`src/design/ohci_desc_pkg.sv`:
```
/* shared widths, descriptor field positions and types of the OHCI descriptor unpacker
   every design file refers to these by scoped name */
`default_nettype none

package ohci_desc_pkg;

    localparam int unsigned dword_w    = 32;                // dma data word
    localparam int unsigned addr_lsb   = 4;                 // descriptors are 16-byte aligned
    localparam int unsigned addr_w     = dword_w - addr_lsb;
    localparam int unsigned desc_words = 4;                 // words per ED or TD

    // word counter in the fetch tracker, counts 0..desc_words
    localparam int unsigned desc_cnt_w = $clog2(desc_words) + 1;
    localparam logic [desc_cnt_w-1:0] desc_full = desc_cnt_w'(desc_words);

    // ED word 0 flags
    localparam int unsigned ed_skip_bit = 14;
    // ED word 2 holds HeadP, halt in bit 0 and toggle carry in bit 1
    localparam int unsigned headp_halt_bit = 0;
    // address fields: ED w1 TailP, ED w2 HeadP, ED w3 NextED, TD w2 NextTD
    // all of them in bits dword_w-1:addr_lsb

    localparam int unsigned cbsr_w   = 2;
    localparam int unsigned cb_cnt_w = cbsr_w + 1;          // room for cbsr plus one

    typedef logic [dword_w-1:0] dword_t;
    typedef logic [addr_w-1:0]  addr_t;                     // address bits 31:4
    typedef logic [cbsr_w-1:0]  cbsr_t;

    typedef enum logic [2:0] {
        idle,
        pick_list,   // choose control or bulk
        fetch_ed,    // ED request out
        wait_ed,
        fetch_td,    // decide pass-over or TD request
        wait_td,
        write_back,  // new HeadP to the ED
        finish
    } walk_state_e;

endpackage

`default_nettype wire

```
`src/design/ohci_fetch_tracker.sv`:
```
/* input side of the descriptor unpacker, gathers the four DMA words of the
   outstanding fetch into one descriptor and drains words that nobody asked for */
`timescale 1ns/10ps
`default_nettype none

module ohci_fetch_tracker (
    input  logic                  clk_i,
    input  logic                  rst_i,
    input  logic                  fetch_done_i,  // fetch handshake on the request port
    input  ohci_desc_pkg::dword_t dma_data_i,
    input  logic                  dma_valid_i,
    output logic                  dma_ready_o,
    output logic                  desc_valid_o,  // one cycle, words below valid
    output ohci_desc_pkg::dword_t desc_w0_o,
    output ohci_desc_pkg::dword_t desc_w1_o,
    output ohci_desc_pkg::dword_t desc_w2_o,
    output ohci_desc_pkg::dword_t desc_w3_o
);

    logic                                 outstanding_q; // a fetch waits for its words
    logic [ohci_desc_pkg::desc_cnt_w-1:0] cnt_q;         // words collected
    ohci_desc_pkg::dword_t                words_q [ohci_desc_pkg::desc_words];
    logic                                 full;
    logic                                 word_hs;
    logic                                 word_take;

    assign full = (cnt_q == ohci_desc_pkg::desc_full);

    // only the hand-over cycle holds the bus off
    // with nothing outstanding ready stays up and words drain
    assign dma_ready_o  = !outstanding_q || !full;
    assign word_hs      = dma_valid_i && dma_ready_o;
    assign word_take    = word_hs && outstanding_q; // stray words fall through here
    assign desc_valid_o = outstanding_q && full;    // cycle after the fourth word

    always_ff @(posedge clk_i) begin
        if (rst_i) begin
            outstanding_q <= 1'b0;
            cnt_q         <= '0;
        end else if (desc_valid_o) begin
            outstanding_q <= 1'b0; // handed over, back to flushing
            cnt_q         <= '0;
        end else if (fetch_done_i) begin
            outstanding_q <= 1'b1; // window opens
            cnt_q         <= '0;
        end else if (word_take) begin
            cnt_q <= cnt_q + 1'b1;
        end
    end

    // word store, in arrival order
    always_ff @(posedge clk_i) begin
        if (word_take) begin
            words_q[cnt_q[ohci_desc_pkg::desc_cnt_w-2:0]] <= dma_data_i;
        end
    end

    assign desc_w0_o = words_q[0]; // ED flags or TD control
    assign desc_w1_o = words_q[1]; // TailP or current buffer
    assign desc_w2_o = words_q[2]; // HeadP or NextTD
    assign desc_w3_o = words_q[3]; // NextED or buffer end

endmodule

`default_nettype wire

```
`src/design/ohci_cb_ratio_counter.sv`:
```
/* control/bulk service ratio, counts served control TDs since the last bulk TD
   and flags when cbsr_i plus one of them have gone by */
`timescale 1ns/10ps
`default_nettype none

module ohci_cb_ratio_counter (
    input  logic                 clk_i,
    input  logic                 rst_i,
    input  ohci_desc_pkg::cbsr_t cbsr_i,           // ratio minus one
    input  logic                 served_control_i,
    input  logic                 served_bulk_i,
    input  logic                 clear_i,          // start of a walk
    output logic                 ratio_reached_o   // bulk's turn
);

    logic [ohci_desc_pkg::cb_cnt_w-1:0] count_q; // control TDs in this round

    assign ratio_reached_o = (count_q > {1'b0, cbsr_i});

    always_ff @(posedge clk_i) begin
        if (rst_i || clear_i || served_bulk_i) begin
            count_q <= '0; // new round
        end else if (served_control_i && !ratio_reached_o) begin
            count_q <= count_q + 1'b1; // saturates at cbsr plus one
        end
    end

endmodule

`default_nettype wire

```
`src/design/ohci_list_walker.sv`:
```
/* list processing FSM, walks the control and bulk ED lists one TD per ED visit
   and decides every descriptor fetch and ED writeback */
`timescale 1ns/10ps
`default_nettype none

module ohci_list_walker (
    input  logic                  clk_i,
    input  logic                  rst_i,
    input  logic                  start_i,        // walk both lists from their heads
    input  ohci_desc_pkg::cbsr_t  cbsr_i,
    input  ohci_desc_pkg::addr_t  control_head_i,
    input  ohci_desc_pkg::addr_t  bulk_head_i,
    input  logic                  desc_valid_i,
    input  ohci_desc_pkg::dword_t desc_w0_i,
    input  ohci_desc_pkg::dword_t desc_w1_i,
    input  ohci_desc_pkg::dword_t desc_w2_i,
    input  ohci_desc_pkg::dword_t desc_w3_i,
    input  logic                  fetch_done_i,
    input  logic                  wb_done_i,
    output logic                  issue_o,        // one cycle fetch request
    output ohci_desc_pkg::addr_t  issue_addr_o,
    output logic                  issue_is_td_o,
    output logic                  wb_issue_o,     // one cycle writeback request
    output ohci_desc_pkg::addr_t  wb_addr_o,
    output ohci_desc_pkg::dword_t wb_headp_o,
    output logic                  done_o,
    output logic                  busy_o
);

    ohci_desc_pkg::walk_state_e state_q;

    // per list position
    ohci_desc_pkg::addr_t  ctrl_ed_q;
    ohci_desc_pkg::addr_t  bulk_ed_q;
    logic                  ctrl_end_q;    // NextED of zero reached
    logic                  bulk_end_q;
    logic                  cur_bulk_q;    // list of the ED in service

    // ED in service
    ohci_desc_pkg::addr_t  ed_addr_q;
    logic                  ed_skip_q;
    ohci_desc_pkg::addr_t  ed_tailp_q;
    ohci_desc_pkg::dword_t ed_headp_q;    // whole word 2, flags in the low bits
    ohci_desc_pkg::addr_t  ed_next_q;
    ohci_desc_pkg::addr_t  td_next_q;     // NextTD of the served TD

    logic                  fetch_seen_q;  // request handshake done
    logic                  wb_sent_q;     // writeback handed to the port

    ohci_desc_pkg::addr_t  headp_addr;
    logic                  ratio_reached;
    logic                  pick_bulk;
    logic                  pass_over;
    logic                  desc_take;
    logic                  served;
    logic                  advance;
    logic                  clear;

    assign headp_addr = ed_headp_q[ohci_desc_pkg::dword_w-1:ohci_desc_pkg::addr_lsb];
    // skipped, halted or empty EDs get no TD fetch
    assign pass_over  = ed_skip_q || ed_headp_q[ohci_desc_pkg::headp_halt_bit]
                        || (headp_addr == ed_tailp_q);
    assign pick_bulk  = !bulk_end_q && (ratio_reached || ctrl_end_q);
    assign desc_take  = desc_valid_i && fetch_seen_q;
    assign served     = (state_q == ohci_desc_pkg::write_back) && wb_done_i;
    assign advance    = served || ((state_q == ohci_desc_pkg::fetch_td) && pass_over);
    assign clear      = (state_q == ohci_desc_pkg::idle) && start_i;

    assign issue_o       = (state_q == ohci_desc_pkg::fetch_ed)
                           || ((state_q == ohci_desc_pkg::fetch_td) && !pass_over);
    assign issue_is_td_o = (state_q == ohci_desc_pkg::fetch_td);
    assign issue_addr_o  = issue_is_td_o ? headp_addr : ed_addr_q;
    assign wb_issue_o    = (state_q == ohci_desc_pkg::write_back) && !wb_sent_q;
    assign wb_addr_o     = ed_addr_q;
    // new HeadP, halt and toggle carry carried over
    assign wb_headp_o    = {td_next_q, ed_headp_q[ohci_desc_pkg::addr_lsb-1:0]};
    assign done_o        = (state_q == ohci_desc_pkg::finish);
    assign busy_o        = (state_q != ohci_desc_pkg::idle);

    ohci_cb_ratio_counter ohci_cb_ratio_counter_i (
        .clk_i            (clk_i),
        .rst_i            (rst_i),
        .cbsr_i           (cbsr_i),
        .served_control_i (served && !cur_bulk_q),
        .served_bulk_i    (served && cur_bulk_q),
        .clear_i          (clear),
        .ratio_reached_o  (ratio_reached)
    );

    always_ff @(posedge clk_i) begin
        if (rst_i) begin
            state_q      <= ohci_desc_pkg::idle;
            ctrl_end_q   <= 1'b1;
            bulk_end_q   <= 1'b1;
            cur_bulk_q   <= 1'b0;
            fetch_seen_q <= 1'b0;
            wb_sent_q    <= 1'b0;
        end else begin
            if (issue_o) begin
                fetch_seen_q <= 1'b0;
            end else if (fetch_done_i) begin
                fetch_seen_q <= 1'b1;
            end
            if (wb_issue_o) begin
                wb_sent_q <= 1'b1;
            end else if (wb_done_i) begin
                wb_sent_q <= 1'b0;
            end
            if (advance) begin // a zero NextED ends the list
                if (cur_bulk_q) begin
                    bulk_end_q <= (ed_next_q == '0);
                end else begin
                    ctrl_end_q <= (ed_next_q == '0);
                end
            end
            case (state_q)
                ohci_desc_pkg::idle: begin
                    if (start_i) begin
                        ctrl_end_q <= (control_head_i == '0); // empty list
                        bulk_end_q <= (bulk_head_i == '0);
                        state_q    <= ohci_desc_pkg::pick_list;
                    end
                end
                ohci_desc_pkg::pick_list: begin
                    if (ctrl_end_q && bulk_end_q) begin
                        state_q <= ohci_desc_pkg::finish;
                    end else begin
                        cur_bulk_q <= pick_bulk;
                        state_q    <= ohci_desc_pkg::fetch_ed;
                    end
                end
                ohci_desc_pkg::fetch_ed: state_q <= ohci_desc_pkg::wait_ed;
                ohci_desc_pkg::wait_ed: begin
                    if (desc_take) begin
                        state_q <= ohci_desc_pkg::fetch_td;
                    end
                end
                ohci_desc_pkg::fetch_td: begin
                    state_q <= pass_over ? ohci_desc_pkg::pick_list : ohci_desc_pkg::wait_td;
                end
                ohci_desc_pkg::wait_td: begin
                    if (desc_take) begin
                        state_q <= ohci_desc_pkg::write_back;
                    end
                end
                ohci_desc_pkg::write_back: begin
                    if (wb_done_i) begin
                        state_q <= ohci_desc_pkg::pick_list; // TD served
                    end
                end
                ohci_desc_pkg::finish: state_q <= ohci_desc_pkg::idle;
                default: state_q <= ohci_desc_pkg::idle;
            endcase
        end
    end

    // pointers and unpacked fields
    always_ff @(posedge clk_i) begin
        if (clear) begin
            ctrl_ed_q <= control_head_i;
            bulk_ed_q <= bulk_head_i;
        end
        if (advance) begin
            if (cur_bulk_q) begin
                bulk_ed_q <= ed_next_q;
            end else begin
                ctrl_ed_q <= ed_next_q;
            end
        end
        if (state_q == ohci_desc_pkg::pick_list) begin
            ed_addr_q <= pick_bulk ? bulk_ed_q : ctrl_ed_q;
        end
        if ((state_q == ohci_desc_pkg::wait_ed) && desc_take) begin
            ed_skip_q  <= desc_w0_i[ohci_desc_pkg::ed_skip_bit];
            ed_tailp_q <= desc_w1_i[ohci_desc_pkg::dword_w-1:ohci_desc_pkg::addr_lsb];
            ed_headp_q <= desc_w2_i;
            ed_next_q  <= desc_w3_i[ohci_desc_pkg::dword_w-1:ohci_desc_pkg::addr_lsb];
        end
        if ((state_q == ohci_desc_pkg::wait_td) && desc_take) begin
            td_next_q <= desc_w2_i[ohci_desc_pkg::dword_w-1:ohci_desc_pkg::addr_lsb];
        end
    end

endmodule

`default_nettype wire

```
`src/design/ohci_request_port.sv`:
```
/* output side, holds the fetch request and the ED writeback until the DMA takes them
   and reports each completed handshake back to the walker */
`timescale 1ns/10ps
`default_nettype none

module ohci_request_port (
    input  logic                  clk_i,
    input  logic                  rst_i,
    input  logic                  issue_i,        // load fetch request
    input  ohci_desc_pkg::addr_t  issue_addr_i,
    input  logic                  issue_is_td_i,
    input  logic                  wb_issue_i,     // load writeback
    input  ohci_desc_pkg::addr_t  wb_addr_i,
    input  ohci_desc_pkg::dword_t wb_headp_i,
    output logic                  fetch_valid_o,
    output ohci_desc_pkg::addr_t  fetch_addr_o,
    output logic                  fetch_is_td_o,  // 0 ED, 1 TD
    input  logic                  fetch_ready_i,
    output logic                  fetch_done_o,   // handshake this cycle
    output logic                  wb_valid_o,
    output ohci_desc_pkg::addr_t  wb_addr_o,
    output ohci_desc_pkg::dword_t wb_headp_o,     // new ED word 2
    input  logic                  wb_ready_i,
    output logic                  wb_done_o
);

    assign fetch_done_o = fetch_valid_o && fetch_ready_i;
    assign wb_done_o    = wb_valid_o && wb_ready_i;

    // valid flags, set one cycle after issue and held until taken
    always_ff @(posedge clk_i) begin
        if (rst_i) begin
            fetch_valid_o <= 1'b0;
            wb_valid_o    <= 1'b0;
        end else begin
            if (issue_i) begin
                fetch_valid_o <= 1'b1;
            end else if (fetch_done_o) begin
                fetch_valid_o <= 1'b0;
            end
            if (wb_issue_i) begin
                wb_valid_o <= 1'b1;
            end else if (wb_done_o) begin
                wb_valid_o <= 1'b0;
            end
        end
    end

    // payload loads only on issue, so it stays put under back-pressure
    always_ff @(posedge clk_i) begin
        if (issue_i) begin
            fetch_addr_o  <= issue_addr_i;
            fetch_is_td_o <= issue_is_td_i;
        end
        if (wb_issue_i) begin
            wb_addr_o  <= wb_addr_i;
            wb_headp_o <= wb_headp_i;
        end
    end

endmodule

`default_nettype wire

```
`src/design/ohci_desc_unpacker_top.sv`:
```
/* descriptor unpacker of the OHCI control/bulk list processor
   DMA words in through the tracker, walker decides, request port drives the DMA */
`timescale 1ns/10ps
`default_nettype none

module ohci_desc_unpacker_top (
    input  logic                  clk_i,
    input  logic                  rst_i,
    input  logic                  start_i,
    input  ohci_desc_pkg::cbsr_t  cbsr_i,
    input  ohci_desc_pkg::addr_t  control_head_i,  // HcControlHeadED bits 31:4
    input  ohci_desc_pkg::addr_t  bulk_head_i,     // HcBulkHeadED bits 31:4
    input  ohci_desc_pkg::dword_t dma_data_i,
    input  logic                  dma_valid_i,
    output logic                  dma_ready_o,
    output logic                  fetch_valid_o,
    output ohci_desc_pkg::addr_t  fetch_addr_o,
    output logic                  fetch_is_td_o,
    input  logic                  fetch_ready_i,
    output logic                  wb_valid_o,
    output ohci_desc_pkg::addr_t  wb_addr_o,
    output ohci_desc_pkg::dword_t wb_headp_o,
    input  logic                  wb_ready_i,
    output logic                  done_o,          // one cycle at walk end
    output logic                  busy_o
);

    logic                  fetch_done;
    logic                  wb_done;
    logic                  desc_valid;
    ohci_desc_pkg::dword_t desc_w0;
    ohci_desc_pkg::dword_t desc_w1;
    ohci_desc_pkg::dword_t desc_w2;
    ohci_desc_pkg::dword_t desc_w3;
    logic                  issue;
    ohci_desc_pkg::addr_t  issue_addr;
    logic                  issue_is_td;
    logic                  wb_issue;
    ohci_desc_pkg::addr_t  wb_issue_addr;
    ohci_desc_pkg::dword_t wb_issue_headp;

    ohci_fetch_tracker ohci_fetch_tracker_i (
        .clk_i        (clk_i),
        .rst_i        (rst_i),
        .fetch_done_i (fetch_done),
        .dma_data_i   (dma_data_i),
        .dma_valid_i  (dma_valid_i),
        .dma_ready_o  (dma_ready_o),
        .desc_valid_o (desc_valid),
        .desc_w0_o    (desc_w0),
        .desc_w1_o    (desc_w1),
        .desc_w2_o    (desc_w2),
        .desc_w3_o    (desc_w3)
    );

    ohci_list_walker ohci_list_walker_i (
        .clk_i          (clk_i),
        .rst_i          (rst_i),
        .start_i        (start_i),
        .cbsr_i         (cbsr_i),
        .control_head_i (control_head_i),
        .bulk_head_i    (bulk_head_i),
        .desc_valid_i   (desc_valid),
        .desc_w0_i      (desc_w0),
        .desc_w1_i      (desc_w1),
        .desc_w2_i      (desc_w2),
        .desc_w3_i      (desc_w3),
        .fetch_done_i   (fetch_done),
        .wb_done_i      (wb_done),
        .issue_o        (issue),
        .issue_addr_o   (issue_addr),
        .issue_is_td_o  (issue_is_td),
        .wb_issue_o     (wb_issue),
        .wb_addr_o      (wb_issue_addr),
        .wb_headp_o     (wb_issue_headp),
        .done_o         (done_o),
        .busy_o         (busy_o)
    );

    ohci_request_port ohci_request_port_i (
        .clk_i         (clk_i),
        .rst_i         (rst_i),
        .issue_i       (issue),
        .issue_addr_i  (issue_addr),
        .issue_is_td_i (issue_is_td),
        .wb_issue_i    (wb_issue),
        .wb_addr_i     (wb_issue_addr),
        .wb_headp_i    (wb_issue_headp),
        .fetch_valid_o (fetch_valid_o),
        .fetch_addr_o  (fetch_addr_o),
        .fetch_is_td_o (fetch_is_td_o),
        .fetch_ready_i (fetch_ready_i),
        .fetch_done_o  (fetch_done),
        .wb_valid_o    (wb_valid_o),
        .wb_addr_o     (wb_addr_o),
        .wb_headp_o    (wb_headp_o),
        .wb_ready_i    (wb_ready_i),
        .wb_done_o     (wb_done)
    );

endmodule

`default_nettype wire

```
`config.mk`:
```
export PLATFORM = sky130hd
export DESIGN_NAME = ohci_desc_unpacker_top
export DESIGN_NICKNAME = d
export VERILOG_FILES = /design/src/design/ohci_desc_pkg.sv /design/src/design/ohci_fetch_tracker.sv /design/src/design/ohci_cb_ratio_counter.sv /design/src/design/ohci_list_walker.sv /design/src/design/ohci_request_port.sv /design/src/design/ohci_desc_unpacker_top.sv
export SDC_FILE = /design/constraint.sdc
export NUM_CORES = 1
export LEC_CHECK = 0
export ABC_AREA = 1
export BUFFER_PORTS_ARGS = -buffer_cell sky130_fd_sc_hd__buf_2
export CORE_UTILIZATION = 60
export DETAILED_ROUTE_END_ITERATION = 8
export HOLD_SLACK_MARGIN = 0.06
export PLACE_DENSITY_LB_ADDON = 0.08
export SYNTH_ARGS = -nofsm -noshare
export SYNTH_HDL_FRONTEND = slang
export SYNTH_SLANG_ARGS = --single-unit
```
`constraint.sdc`:
```
create_clock -name clk_i -period 17 [get_ports clk_i]
set_input_delay 2.55 -clock clk_i [delete_from_list [all_inputs] [get_ports clk_i]]
set_output_delay 2.55 -clock clk_i [all_outputs]
set_load 0.02 [all_outputs]
```
==> summary.md, run 1 <==
| Metric | Value |
|---|---|
| Status | finished, violations left |
| Failing checks | design-rule violations |
| Placed Area | 0.0161 mm2 |
| Slowest stage cell, crit path | inv_1 |
| Setup TNS | 0 ns |
| Post-Place Worst Slack | 11.42 ns |
| Slew @ Worst Pin | 1.15 ns |
| Antenna Violating Nets Remaining | 0 |
| R2r endpoint | ohci_list_walker_i.wb_addr_o[24] |
| Worst path arrival time | 5.23 ns |
| IO Count | 190 |
| Proportion of layout cells with a drive suffix above 1 | 19.7% |
| Std-Cell Rows | 57 |
| Flop2flop setup slack | 13.78 ns |
| Crit path time final | around 5 ns |
| Clk_lat worst skew | 0.52 ns |
| RePlAce Congestion | 0.852 |
| Yosys top cell area share | roughly 65% |
| CP max stage delay | roughly 0.81 ns |
| Required time of the critical path | 17.22 ns |
| Vias in the first global route | roughly 8800 |
| Residual DRC count | 2 |
| Clk slew on worst S/H paths | 0.06 ns |
| Core area | 0.0242 mm2 |
| Syn_nets | about 1300 |
| Worst hold start | ohci_fetch_tracker_i.words_q[1][14] |
| Register area share after synthesis | 75.2% |
| Fin. max-slew vios | 0 |
| Die Wd | 159 um |
| Nets | 1530 |
| Mean Syn Cell Area | about 12 um2 |
| Slew headroom | roughly 23% |
| Post-synth ARST share | 0% |
| Detailed placer's ending HPWL | around 22000 um |
| Initial DRC Count | 750 |
| Post-synth cell types | 30 |
| Final worst setup slack | 11.99 ns |
| H-tree levels | 2 |
| P_leak | around 7.1 nW |
| IO buf count | around 190 |
| RSZ-0062 raised after global routing | false |
| Clock Skews | 0.0143 ns |
| GRT overflow | 0 |
| Vias/cell | roughly 5.3 |
| Area Overhead vs Synth | 15.9% |
| Die ar. | 0.0253 mm2 |
| Commonest non-fill, non-tap cell in the layout | nand2_1 |
| Largest area contributor in the netlist | edfxtp_1 |
| CTS Sinks | 395 |
| EDFF count, synth | 323 |
| CTS tree | yes |
| Crit path cell chain | buf_2 -> inv_1 -> ha_1 -> inv_1 -> o21bai_1 -> a21oi_1 -> nand2_1 -> nand2_1 -> inv_1 -> nand2_1 -> o21ai_0 |
| Yosys warns | 0 |
| Max Cap Viol | 0 |
| Mapped Area | 0.0148 mm2 |
| Most frequent cells in the layout | nand2_1 (405), edfxtp_1 (323), buf_2 (189) |
| Post-synth top flop | edfxtp_1 |
| Post-CTS setup buffer count | 0 |
| Critical path class | input port to register |
| Die height | 159 um |
| Worst Reg-to-Reg Cells | 9 |
| Post-CTS Hold Buffers | 0 |
| Final setup fails | 0 |
| Num CTS Buffers | 39 |
| PwrDens | approximately 150 mW/mm2 |
| Worst min path class | register to register |
| Overall routing resource usage | 26.5% |
| Fmax | 199 MHz |
| Hold depth | 0 |
| VDD IR max | 0.101 mV |
| Synth Register Bits | between 300 and 400 |
| Top post-synthesis cells by area | edfxtp_1 (65%), nand2_1 (10%), dfxtp_1 (9.7%) |
| Detailed Route WL | between 30000 and 40000 um |
| WHS Endpoint | ohci_list_walker_i.ed_tailp_q[10] |
| Critical Path Sink Type | register |
| First-pass GRT wire length | ~50000 um |
| Wire per inst | 18.5 um |
| Initial DRT Pass Iterations | 7 |
| CTS root buf | clkbuf_16 |
| Post-route cell area | 0.0172 mm2 |
| Post-CTS sizing | 0 |
| Initial cell density of the core | 61.1% |
| Max Fanout on Critical Path | 30 |
| Clk buf depth | 3 |
| Pin count of the biggest net entering global routing | 62 |
| Fin crit share | approximately 29% |
| Final hold vios | 0 |
| N_diodes | 0 |
| Initial antenna violation count | 0 |
| Power Total | 2.55 mW |
| Syn Inst Count | about 1200 |
| Vias | 9351 |
| CP Launch Type | input port |
-- worst max path at each step --
stage	to	slack [ns]	startpoint	cells after the start
global route	ohci_list_walker_i.wb_addr_o[24]	11.73	cbsr_i[1]	11
finish	ohci_list_walker_i.wb_addr_o[24]	11.99	cbsr_i[1]	11
floorplan	ohci_request_port_i.wb_addr_o[0]	10.08	ohci_list_walker_i.state_q[0]	2
detailed placement	ohci_list_walker_i.wb_addr_o[24]	11.42	cbsr_i[1]	11
global placement	ohci_list_walker_i.wb_addr_o[24]	11.54	cbsr_i[1]	11
CTS	ohci_list_walker_i.wb_addr_o[24]	11.96	cbsr_i[1]	11
-- synthesized netlist by cell type, types with 6 or more instances --
| cell type | instances |
|---|---|
| o21ai_1 | 22 |
| nor2_1 | 39 |
| clkbuf_1 | 19 |
| nand4_1 | 15 |
| buf_2 | 7 |
| ha_1 | 7 |
| dfxtp_1 | 72 |
| buf_6 | 10 |
| edfxtp_1 | 323 |
| nand3_1 | 21 |
| nand2_1 | 405 |
| a21oi_1 | 9 |
| inv_1 | 135 |
| o21ai_2 | 22 |
| o21ai_0 | 74 |
| nor3_1 | 6 |
| nor4_1 | 12 |
-- report_power, final --
| part | leakage [nW] | internal [mW] | switching [mW] |
|---|---|---|---|
| Sequential | 3.53 | 1.23 | 0.0848 |
| Clock | 0.535 | 0.426 | 0.337 |
| Combinational | 3.01 | 0.159 | 0.318 |
-- state kept, by name (all words and copies together) (netlist names), 3 cells and up --
signal / flops
ohci_list_walker_i.state_q: 3
ohci_fetch_tracker_i.cnt_q: 3
ohci_list_walker_i.td_next_q: 28
ohci_list_walker_i.ed_next_q: 28
ohci_list_walker_i.ctrl_ed_q: 28
ohci_request_port_i.wb_headp_o: 32
ohci_request_port_i.fetch_addr_o: 28
ohci_list_walker_i.ohci_cb_ratio_counter_i.count_q: 3
ohci_list_walker_i.wb_addr_o: 28
ohci_list_walker_i.bulk_ed_q: 28
ohci_request_port_i.wb_addr_o: 28
ohci_list_walker_i.ed_headp_q: 32
ohci_list_walker_i.ed_tailp_q: 28
ohci_fetch_tracker_i.words_q: 89
-- through the flow --
step | utilization (%) | instances | hold slack, ns
floorplan | - | 1222 | 0.400
global placement | 66.2 | 1710 | 0.400
detailed placement | 66.2 | 1710 | 0.405
CTS | 70.8 | 1779 | 0.411
global route | 70.8 | 1779 | 0.419
finish | 70.8 | 1779 | 0.408
-- layout make-up --
cell class | count | area (um2)
Fill cell | 1802 | 7080
Sequential cell | 395 | 11100
Multi-Input combinational cell | 651 | 2960
Clock inverter | 11 | 56.3
Inverter | 140 | 526
Timing Repair Buffer | 200 | 1030
Tap cell | 324 | 405
Clock buffer | 58 | 1050
-- per-layer routing --
layer	vias up	part of all wire, %	track usage (%)
met2	364	48	42.7
met5	-	0	0
met1	4421	42	37.2
met3	49	6.8	4.06
li1	4517	-	-
met4	0	2.6	8.96
-- worst max-delay path: cells and delay by family --
kind / cells / cell delay (ns)
and+or+nand+nor: 3 / 1.06
buffers and inverters: 4 / 0.98
AOI/OAI and AO/OA: 3 / 0.34
adders and majority gates: 1 / 0.29
-- logic make-up (layout without fill, tap and decap cells) --
logic type      Yosys count  after routing  synth area share (%)
fa+ha+maj                 7              7                 0.591
xor+xnor                  5              5                 0.296
compound gates          135            135                  5.29
flops                   395            395                  75.2
buf+inv                 176            409                  5.03
simple gates            504            504                  13.6
(Power assumes the default switching activity.)
==> inputs of run 2 (changes only) <==
Settings changed: ABC_AREA 1 to 0, CORE_UTILIZATION 60 to 57.
Clock period 17 ns to 4.75 ns, I/O delays scaled along.
==> run 2 against run 1 <==
The flow now finishes without violations. Cell count decreased by 15%. Clock skew increased by 0.010 ns. Design area about the same. Synthesized cell count decreased by 23%. Combinational power increased to 2.7 times the previous value. Routed wire length decreased by 4.3%. Global-route usage decreased by 2.1 points. Hold slack got worse by 0.045 ns. Critical path type is now register to register. Critical endpoint is now ohci_list_walker_i.bulk_ed_q[21]. Largest power group unchanged.
==> summary.md, run 2 <==
| Metric | Value |
|---|---|
| Status | finished, final reports clean |
| Placed instance count | 1446 (-15%) |
| Compound-Gate Fraction of Synth Area | 1.96% (-3.3 points) |
| Clk buf depth | 3 (unchanged) |
| RSZ-0062 raised after global routing | false |
| Most frequent cells in the layout | edfxtp_1 (323), nand2_1 (262), buf_2 (189) |
| Hold_ws | 0.363 ns (-0.0450 ns) |
| First-pass GRT wire length | 45900 um (-7.8%) |
| Residual DRC count | 0 (-2) |
| Worst min path class | input port to register |
| Main combinational cell family by area after synthesis | simple AND/OR/NAND/NOR gates |
| Switching share of total power | 24.5% (-4.5 points) |
| Crit path time final | 3.58 ns |
| Bufs and invs on worst path | 1 (-3) |
| Max Cap Viol | 0 (unchanged) |
| Proportion of layout cells with a drive suffix above 1 | 29.4% (+9.7 points) |
| Count leader, synth | edfxtp_1 |
| Initial antenna violation count | 6 (+6) |
| Slew headroom | 21.2% (-1.7 points) |
| Initial DRT Pass Iterations | 5 (-2) |
| Syn Inst Count | 946 (-23%) |
| Critical Path Sink Type | register |
| Fmax | 279 MHz |
| Worst path arrival time | 3.99 ns (-1.24 ns) |
| Core area | 0.0251 mm2 (+3.5%) |
| Mux cell area share after synthesis | 7.86% (+7.9 points) |
| Detailed Route WL | 31400 um (-4.3%) |
| Clk slew on worst S/H paths | 0.06 ns (about the same) |
| Post-CTS Hold Buffers | 0 (unchanged) |
| Post-synth cell types | 41 (+37%) |
| Largest area contributor in the netlist | edfxtp_1 |
| Fin util | 68.4% (-2.4 points) |
| Fillcell total | 1816 (+0.78%) |
| Critical path class | register to register |
| Final hold vios | 0 (unchanged) |
| Mean Syn Cell Area | 15.4 um2 (+27%) |
| Required time of the critical path | 5.16 ns (-12.06 ns) |
| Combinational fraction of design power | 14.9% (-3.8 points) |
| Synth Register Bits | 395 (unchanged) |
| Flop2flop setup slack | 1.17 ns (-12.61 ns) |
| Net Sw Power | 2.12 mW (+190%) |
| Flop pwr share | 51.5% (about the same) |
| Post-synth ARST share | 0% (unchanged) |
| Register area share after synthesis | 76.4% (+1.2 points) |
| Syn_nets | 1049 (-21%) |
| Fin. max-slew vios | 0 (unchanged) |
| Initial DRC Count | 678 (-9.6%) |
| Int Power | 6.54 mW (+260%) |
| Clk pwr share | 33.5% (+3.6 points) |
| Commonest non-fill, non-tap cell in the layout | edfxtp_1 |
| VDD IR max | 0.359 mV (+260%) |
| Final setup fails | 0 (unchanged) |
| Post-synthesis simple-gate area fraction | 9.87% (-3.7 points) |
| Max Fanout on Critical Path | 21 (-30%) |
| Vias | 8168 (-13%) |
| CP top delay family | compound AO/OA/AOI/OAI gates |
| Pin count of the biggest net entering global routing | 63 (+1.6%) |
| Slew @ Worst Pin | 1.18 ns (+0.0301 ns) |
| Yosys top cell area share | 66.5% (+1.0 points) |
| Vias/cell | 5.37 (+2.2%) |
| Mapped Area | 0.0146 mm2 (-1.5%) |
| Post-synth top flop | edfxtp_1 |
| H-tree levels | 2 (unchanged) |
| Clock Skews | 0.0245 ns (+0.0102 ns) |
| CP Launch Type | register |
| Post-synthesis xor/xnor area fraction | 1.92% (+1.6 points) |
| Overall routing resource usage | 24.3% (-2.1 points) |
| PwrDens | 505 mW/mm2 (+240%) |
| Yosys warns | 0 (unchanged) |
| Setup TNS | 0 ns (unchanged) |
| Synth top cells by count | edfxtp_1 (323), nand2_1 (262), dfxtp_1 (72) |
| Top post-synthesis cells by area | edfxtp_1 (67%), dfxtp_1 (9.9%), nand2_1 (6.7%) |
| CP max stage delay | 0.90 ns (+0.09 ns) |
| Slowest stage cell, crit path | a32oi_4 |
| Initial cell density of the core | 58.1% (-3.0 points) |
| CTS Sinks | 395 (unchanged) |
| Die ar. | 0.0262 mm2 (+3.6%) |
| Crit path cell chain | or3b_1 -> o32ai_2 -> a32oi_4 -> buf_4 -> mux2_4 |
| CTS root buf | clkbuf_16 |
| Antenna Violating Nets Remaining | 0 (unchanged) |
| Post-CTS sizing | 0 (unchanged) |
| RePlAce Congestion | 0.830 (-2.7%) |
| Largest register FFs | 89 (unchanged) |
| IO buf count | 189 (unchanged) |
| GRT overflow | 0 (unchanged) |
| Std-Cell Rows | 58 (+1.8%) |
| Die height | 162 um (+1.8%) |
| Die Wd | 162 um (+1.8%) |
| Nets | 1260 (-18%) |
| Vias in the first global route | 7684 (-12%) |
| Wire per inst | 20.7 um (+12%) |
| Layout Cells excl Fill | 1520 (-15%) |
| Post-Synth Adder-Cell Area | 0.601% (+0.0092 points) |
| CTS tree | yes |
| IO Count | 190 (unchanged) |
| EDFF count, synth | 323 (unchanged) |
| Detailed placer's ending HPWL | 21200 um (-3.8%) |
| Area Overhead vs Synth | 17.8% |
| Num CTS Buffers | 39 (unchanged) |
| Post-CTS setup buffer count | 0 (unchanged) |
| Clk_lat worst skew | 0.53 ns (about the same) |
| Fin crit share | 75.3% |
| P_leak | 6.64 nW (-6.1%) |
run 2: cell count changes after synthesis, sizes merged, moves of 15 or more:
cell,delta
mux2,+84
nand2,-147
o21ai,-116
nor2,-19
xnor2,+27
inv,-128
nand3,-15
run 2: metrics by stage:
stage / setup slack, ns / instance area, um2 / total power, mW
after floorplan: 1.08 / 14600 / 5.44
after global placement: 1.30 / 16000 / 5.78
after detailed placement: 1.23 / 16000 / 5.82
after CTS: 1.22 / 17200 / 8.71
after global routing: 1.06 / 17200 / 9.02
final: 1.17 / 17200 / 8.67
run 2: path summary, 6_finish.rpt:
path / depth (start not counted) / startpoint / end
setup / recovery: 5 / ohci_list_walker_i.state_q[0] / ohci_list_walker_i.bulk_ed_q[21]
setup reg to reg: 5 / ohci_list_walker_i.state_q[0] / ohci_list_walker_i.bulk_ed_q[21]
hold / removal: 1 / dma_data_i[2] / ohci_fetch_tracker_i.words_q[2][2]
hold reg to reg: 0 / ohci_list_walker_i.td_next_q[14] / ohci_request_port_i.wb_headp_o[18]
run 2: metal layers:
metal,up-vias,track usage [%],routed length [um]
met3,50,5.92,2550
met4,6,8.28,765
met2,314,36.3,14400
met5,-,0,37
met1,3952,35.2,13700
li1,3846,-,-
run 2: layout make-up:
| cell class | count | area (um2) | area share, % |
|---|---|---|---|
| sequential | 395 | 11100 | 64.8 |
| multi-input combinational | 507 | 3300 | 19.2 |
| timing repair buffer | 202 | 1070 | 6.22 |
| clock buffer | 53 | 1060 | 6.17 |
| tap | 330 | 413 | 2.40 |
| clock inverter | 18 | 149 | 0.867 |
| inverter | 12 | 45.0 | 0.262 |
| antenna | 3 | 7.51 | 0.0437 |
run 2: cell families after synthesis:
group,Yosys count
AO/OA/AOI/OAI,37
adder cells (fa/ha/maj),7
flip-flops,395
multiplexers,89
AND/OR/NAND/NOR,342
XOR/XNOR,32
buffers and inverters,44
run 2: power by group through the flow:
stage	Combinational, mW	Sequential [mW]	Clock [mW]
2_1_floorplan	0.927	4.51	0
3_3_place_gp	1.25	4.53	0
3_5_place_dp	1.29	4.53	0
4_1_cts	1.30	4.46	2.95
5_1_grt	1.42	4.50	3.10
6_report	1.29	4.47	2.91
==> inputs of run 3 (changes only) <==
Clock period 4.75 ns to 3.3 ns, I/O delays scaled along.
==> run 3 against run 2 <==
Critical path depth rose by 1. Flip-flop and latch count stayed put. Sequential power rose by 43%. Register-to-register slack got worse by 0.61 ns. Hold slack worse by 0.23 ns. Total power is 43% higher. Clock skew up 0.0049 ns.
==> summary.md, run 3 (synthesis gave the netlist of run 2 again) <==
| Metric | Value |
|---|---|
| Power Total | 12.4 mW (+43%) |
| Sequential cell area | 0.0111 mm2 (unchanged) |
| Clk_lat worst skew | 0.54 ns (about the same) |
| Die Wd | 162 um (unchanged) |
| Proportion of layout cells with a drive suffix above 1 | 29.8% (+0.41 points) |
| IO buf count | 189 (unchanged) |
| IO Count | 190 (unchanged) |
| Initial DRT Pass Iterations | 5 (unchanged) |
| Nets | 1267 (+0.56%) |
| Die ar. | 0.0262 mm2 (unchanged) |
| Fin crit share | 83.1% (+7.8 points) |
| Placed Area | 0.0160 mm2 (+0.45%) |
| CP top delay family | simple AND/OR/NAND/NOR gates |
| Crit path time final | 2.74 ns (-0.836 ns) |
| Clk buf depth | 3 (unchanged) |
| Vias | 8231 (+0.77%) |
| Pin count of the biggest net entering global routing | 90 (+43%) |
| Int Power | 9.35 mW (+43%) |
| Worst path arrival time | 3.15 ns (-0.84 ns) |
| Initial cell density of the core | 58.1% (unchanged) |
| H-tree levels | 2 (unchanged) |
| N_diodes | 0 (-3) |
| Largest register FFs | 89 (unchanged) |
| Critical path class | register to register |
| Area Overhead vs Synth | 18.1% |
| Clk pwr share | 32.9% (-0.6 points) |
| Residual DRC count | 0 (unchanged) |
| Placed instance count | 1453 (+0.48%) |
| Post-Place Worst Slack | 0.619 ns (-0.613 ns) |
| Hold_ws | 0.133 ns (-0.230 ns) |
| RePlAce Congestion | 0.864 (+4.2%) |
| Detailed placer's ending HPWL | 21200 um (+0.22%) |
| Final hold vios | 0 (unchanged) |
| Combinational fraction of design power | 15.7% (+0.8 points) |
| Final worst setup slack | 0.558 ns (-0.614 ns) |
| Overall routing resource usage | 24.4% (+0.073 points) |
| CP Launch Type | register |
| Flop pwr share | 51.4% (about the same) |
| Fillcell total | 1776 (-2.2%) |
| Vias in the first global route | 7738 (+0.70%) |
| Status | finished, final reports clean |
| GRT overflow | 0 (unchanged) |
| Die height | 162 um (unchanged) |
| Multi-input gate area | 0.00330 mm2 (+0.19%) |
| Fin util | 68.6% (+0.15 points) |
| Bufs and invs on worst path | 1 (unchanged) |
| CTS root buf | clkbuf_16 |
| Fin. max-slew vios | 0 (unchanged) |
| Post-CTS setup buffer count | 0 (unchanged) |
| Post-CTS Hold Buffers | 0 (unchanged) |
| Vias/cell | 5.40 (+0.51%) |
| Max Cap Viol | 0 (unchanged) |
| CTS Sinks | 395 (unchanged) |
| Final setup fails | 0 (unchanged) |
| Commonest non-fill, non-tap cell in the layout | edfxtp_1 |
| Wire per inst | 20.7 um (+0.18%) |
| Std-Cell Rows | 58 (unchanged) |
| Max Fanout on Critical Path | 14 (-33%) |
| Slew @ Worst Pin | 1.12 ns (-0.0648 ns) |
| Net Sw Power | 3.09 mW (+45%) |
| P_leak | 6.66 nW (+0.36%) |
| Detailed Route WL | 31600 um (+0.45%) |
| Worst min path class | input port to register |
| Crit path cell chain | xnor2_1 -> nand4_1 -> nor4_4 -> a32oi_4 -> buf_4 -> mux2_4 |
| Post-CTS sizing | 0 (unchanged) |
| Clk slew on worst S/H paths | 0.06 ns (about the same) |
| Required time of the critical path | 3.70 ns (-1.46 ns) |
| Num CTS Buffers | 39 (unchanged) |
| Clock Skews | 0.0294 ns (+0.00493 ns) |
| Slowest stage cell, crit path | nor4_4 |
| Setup TNS | 0 ns (unchanged) |
| CP max stage delay | 0.56 ns (-0.34 ns) |
| PwrDens | 722 mW/mm2 (+43%) |
| Slew headroom | 25.3% (+4.0 points) |
| Critical Path Sink Type | register |
| Post-route cell area | 0.0172 mm2 (+0.23%) |
| Layout Cells excl Fill | 1524 (+0.26%) |
| CTS tree | yes |
| Fmax | 365 MHz (+30%) |
| Most frequent cells in the layout | edfxtp_1 (323), nand2_1 (262), buf_2 (189) |
| Core area | 0.0251 mm2 (unchanged) |
| First-pass GRT wire length | 46400 um (+0.96%) |
| RSZ-0062 raised after global routing | false |
| Antenna Violating Nets Remaining | 0 (unchanged) |
| Initial DRC Count | 852 (+26%) |
| Initial antenna violation count | 2 (-4) |
| Switching share of total power | 24.8% (+0.31 points) |
| VDD IR max | 0.498 mV (+39%) |
-- run 3: cell types whose count changed in the layout (fill, tap and decap cells not counted), moves of 2 or more --
cell        delta
diode_2        -3
clkinvlp_4     +2
clkinv_4       +2
buf_4          +6
clkbuf_1       -2
clkinv_1       +2
-- run 3: worst register-to-register path, cell delays in order (launching register included) --
cell and delay [ns]:
edfxtp_1 0.41, xnor2_1 0.33, nand4_1 0.27, nor4_4 0.56, a32oi_4 0.42, buf_4 0.32, mux2_4 0.31
-- run 3: path summary, 6_finish.rpt --
check | startpoint | end | slack [ns] | depth (start not counted)
worst max-delay path | ohci_list_walker_i.ed_headp_q[27] | ohci_list_walker_i.ctrl_ed_q[14] | 0.56 | 6
worst min register to register | ohci_list_walker_i.td_next_q[26] | ohci_request_port_i.wb_headp_o[30] | 0.41 | 0
worst max register to register | ohci_list_walker_i.ed_headp_q[27] | ohci_list_walker_i.ctrl_ed_q[14] | 0.56 | 6
worst min-delay path | dma_data_i[1] | ohci_fetch_tracker_i.words_q[2][1] | 0.13 | 1
-- run 3: layout make-up --
class / count / share of cell area [%]
inverter: 12 / 0.262
clock inverter: 21 / 0.843
sequential: 395 / 64.7
tap: 330 / 2.40
multi-input combinational: 507 / 19.2
clock buffer: 50 / 6.03
timing repair buffer: 209 / 6.58
-- run 3: power groups by stage --
| stage | registers (mW) | logic (mW) | clock network, mW |
|---|---|---|---|
| floorplan | 6.49 | 1.34 | 0 |
| global placement | 6.48 | 1.89 | 0 |
| detailed placement | 6.48 | 1.94 | 0 |
| CTS | 6.39 | 1.95 | 4.15 |
| global route | 6.45 | 2.13 | 4.35 |
| finish | 6.39 | 1.95 | 4.09 |
-- run 3: routing by layer --
metal,GRT usage (%),part of all wire [%]
met3,4.44,7.6
met4,6.86,2.0
met2,36.7,45
met5,0,0.098
met1,36.7,45
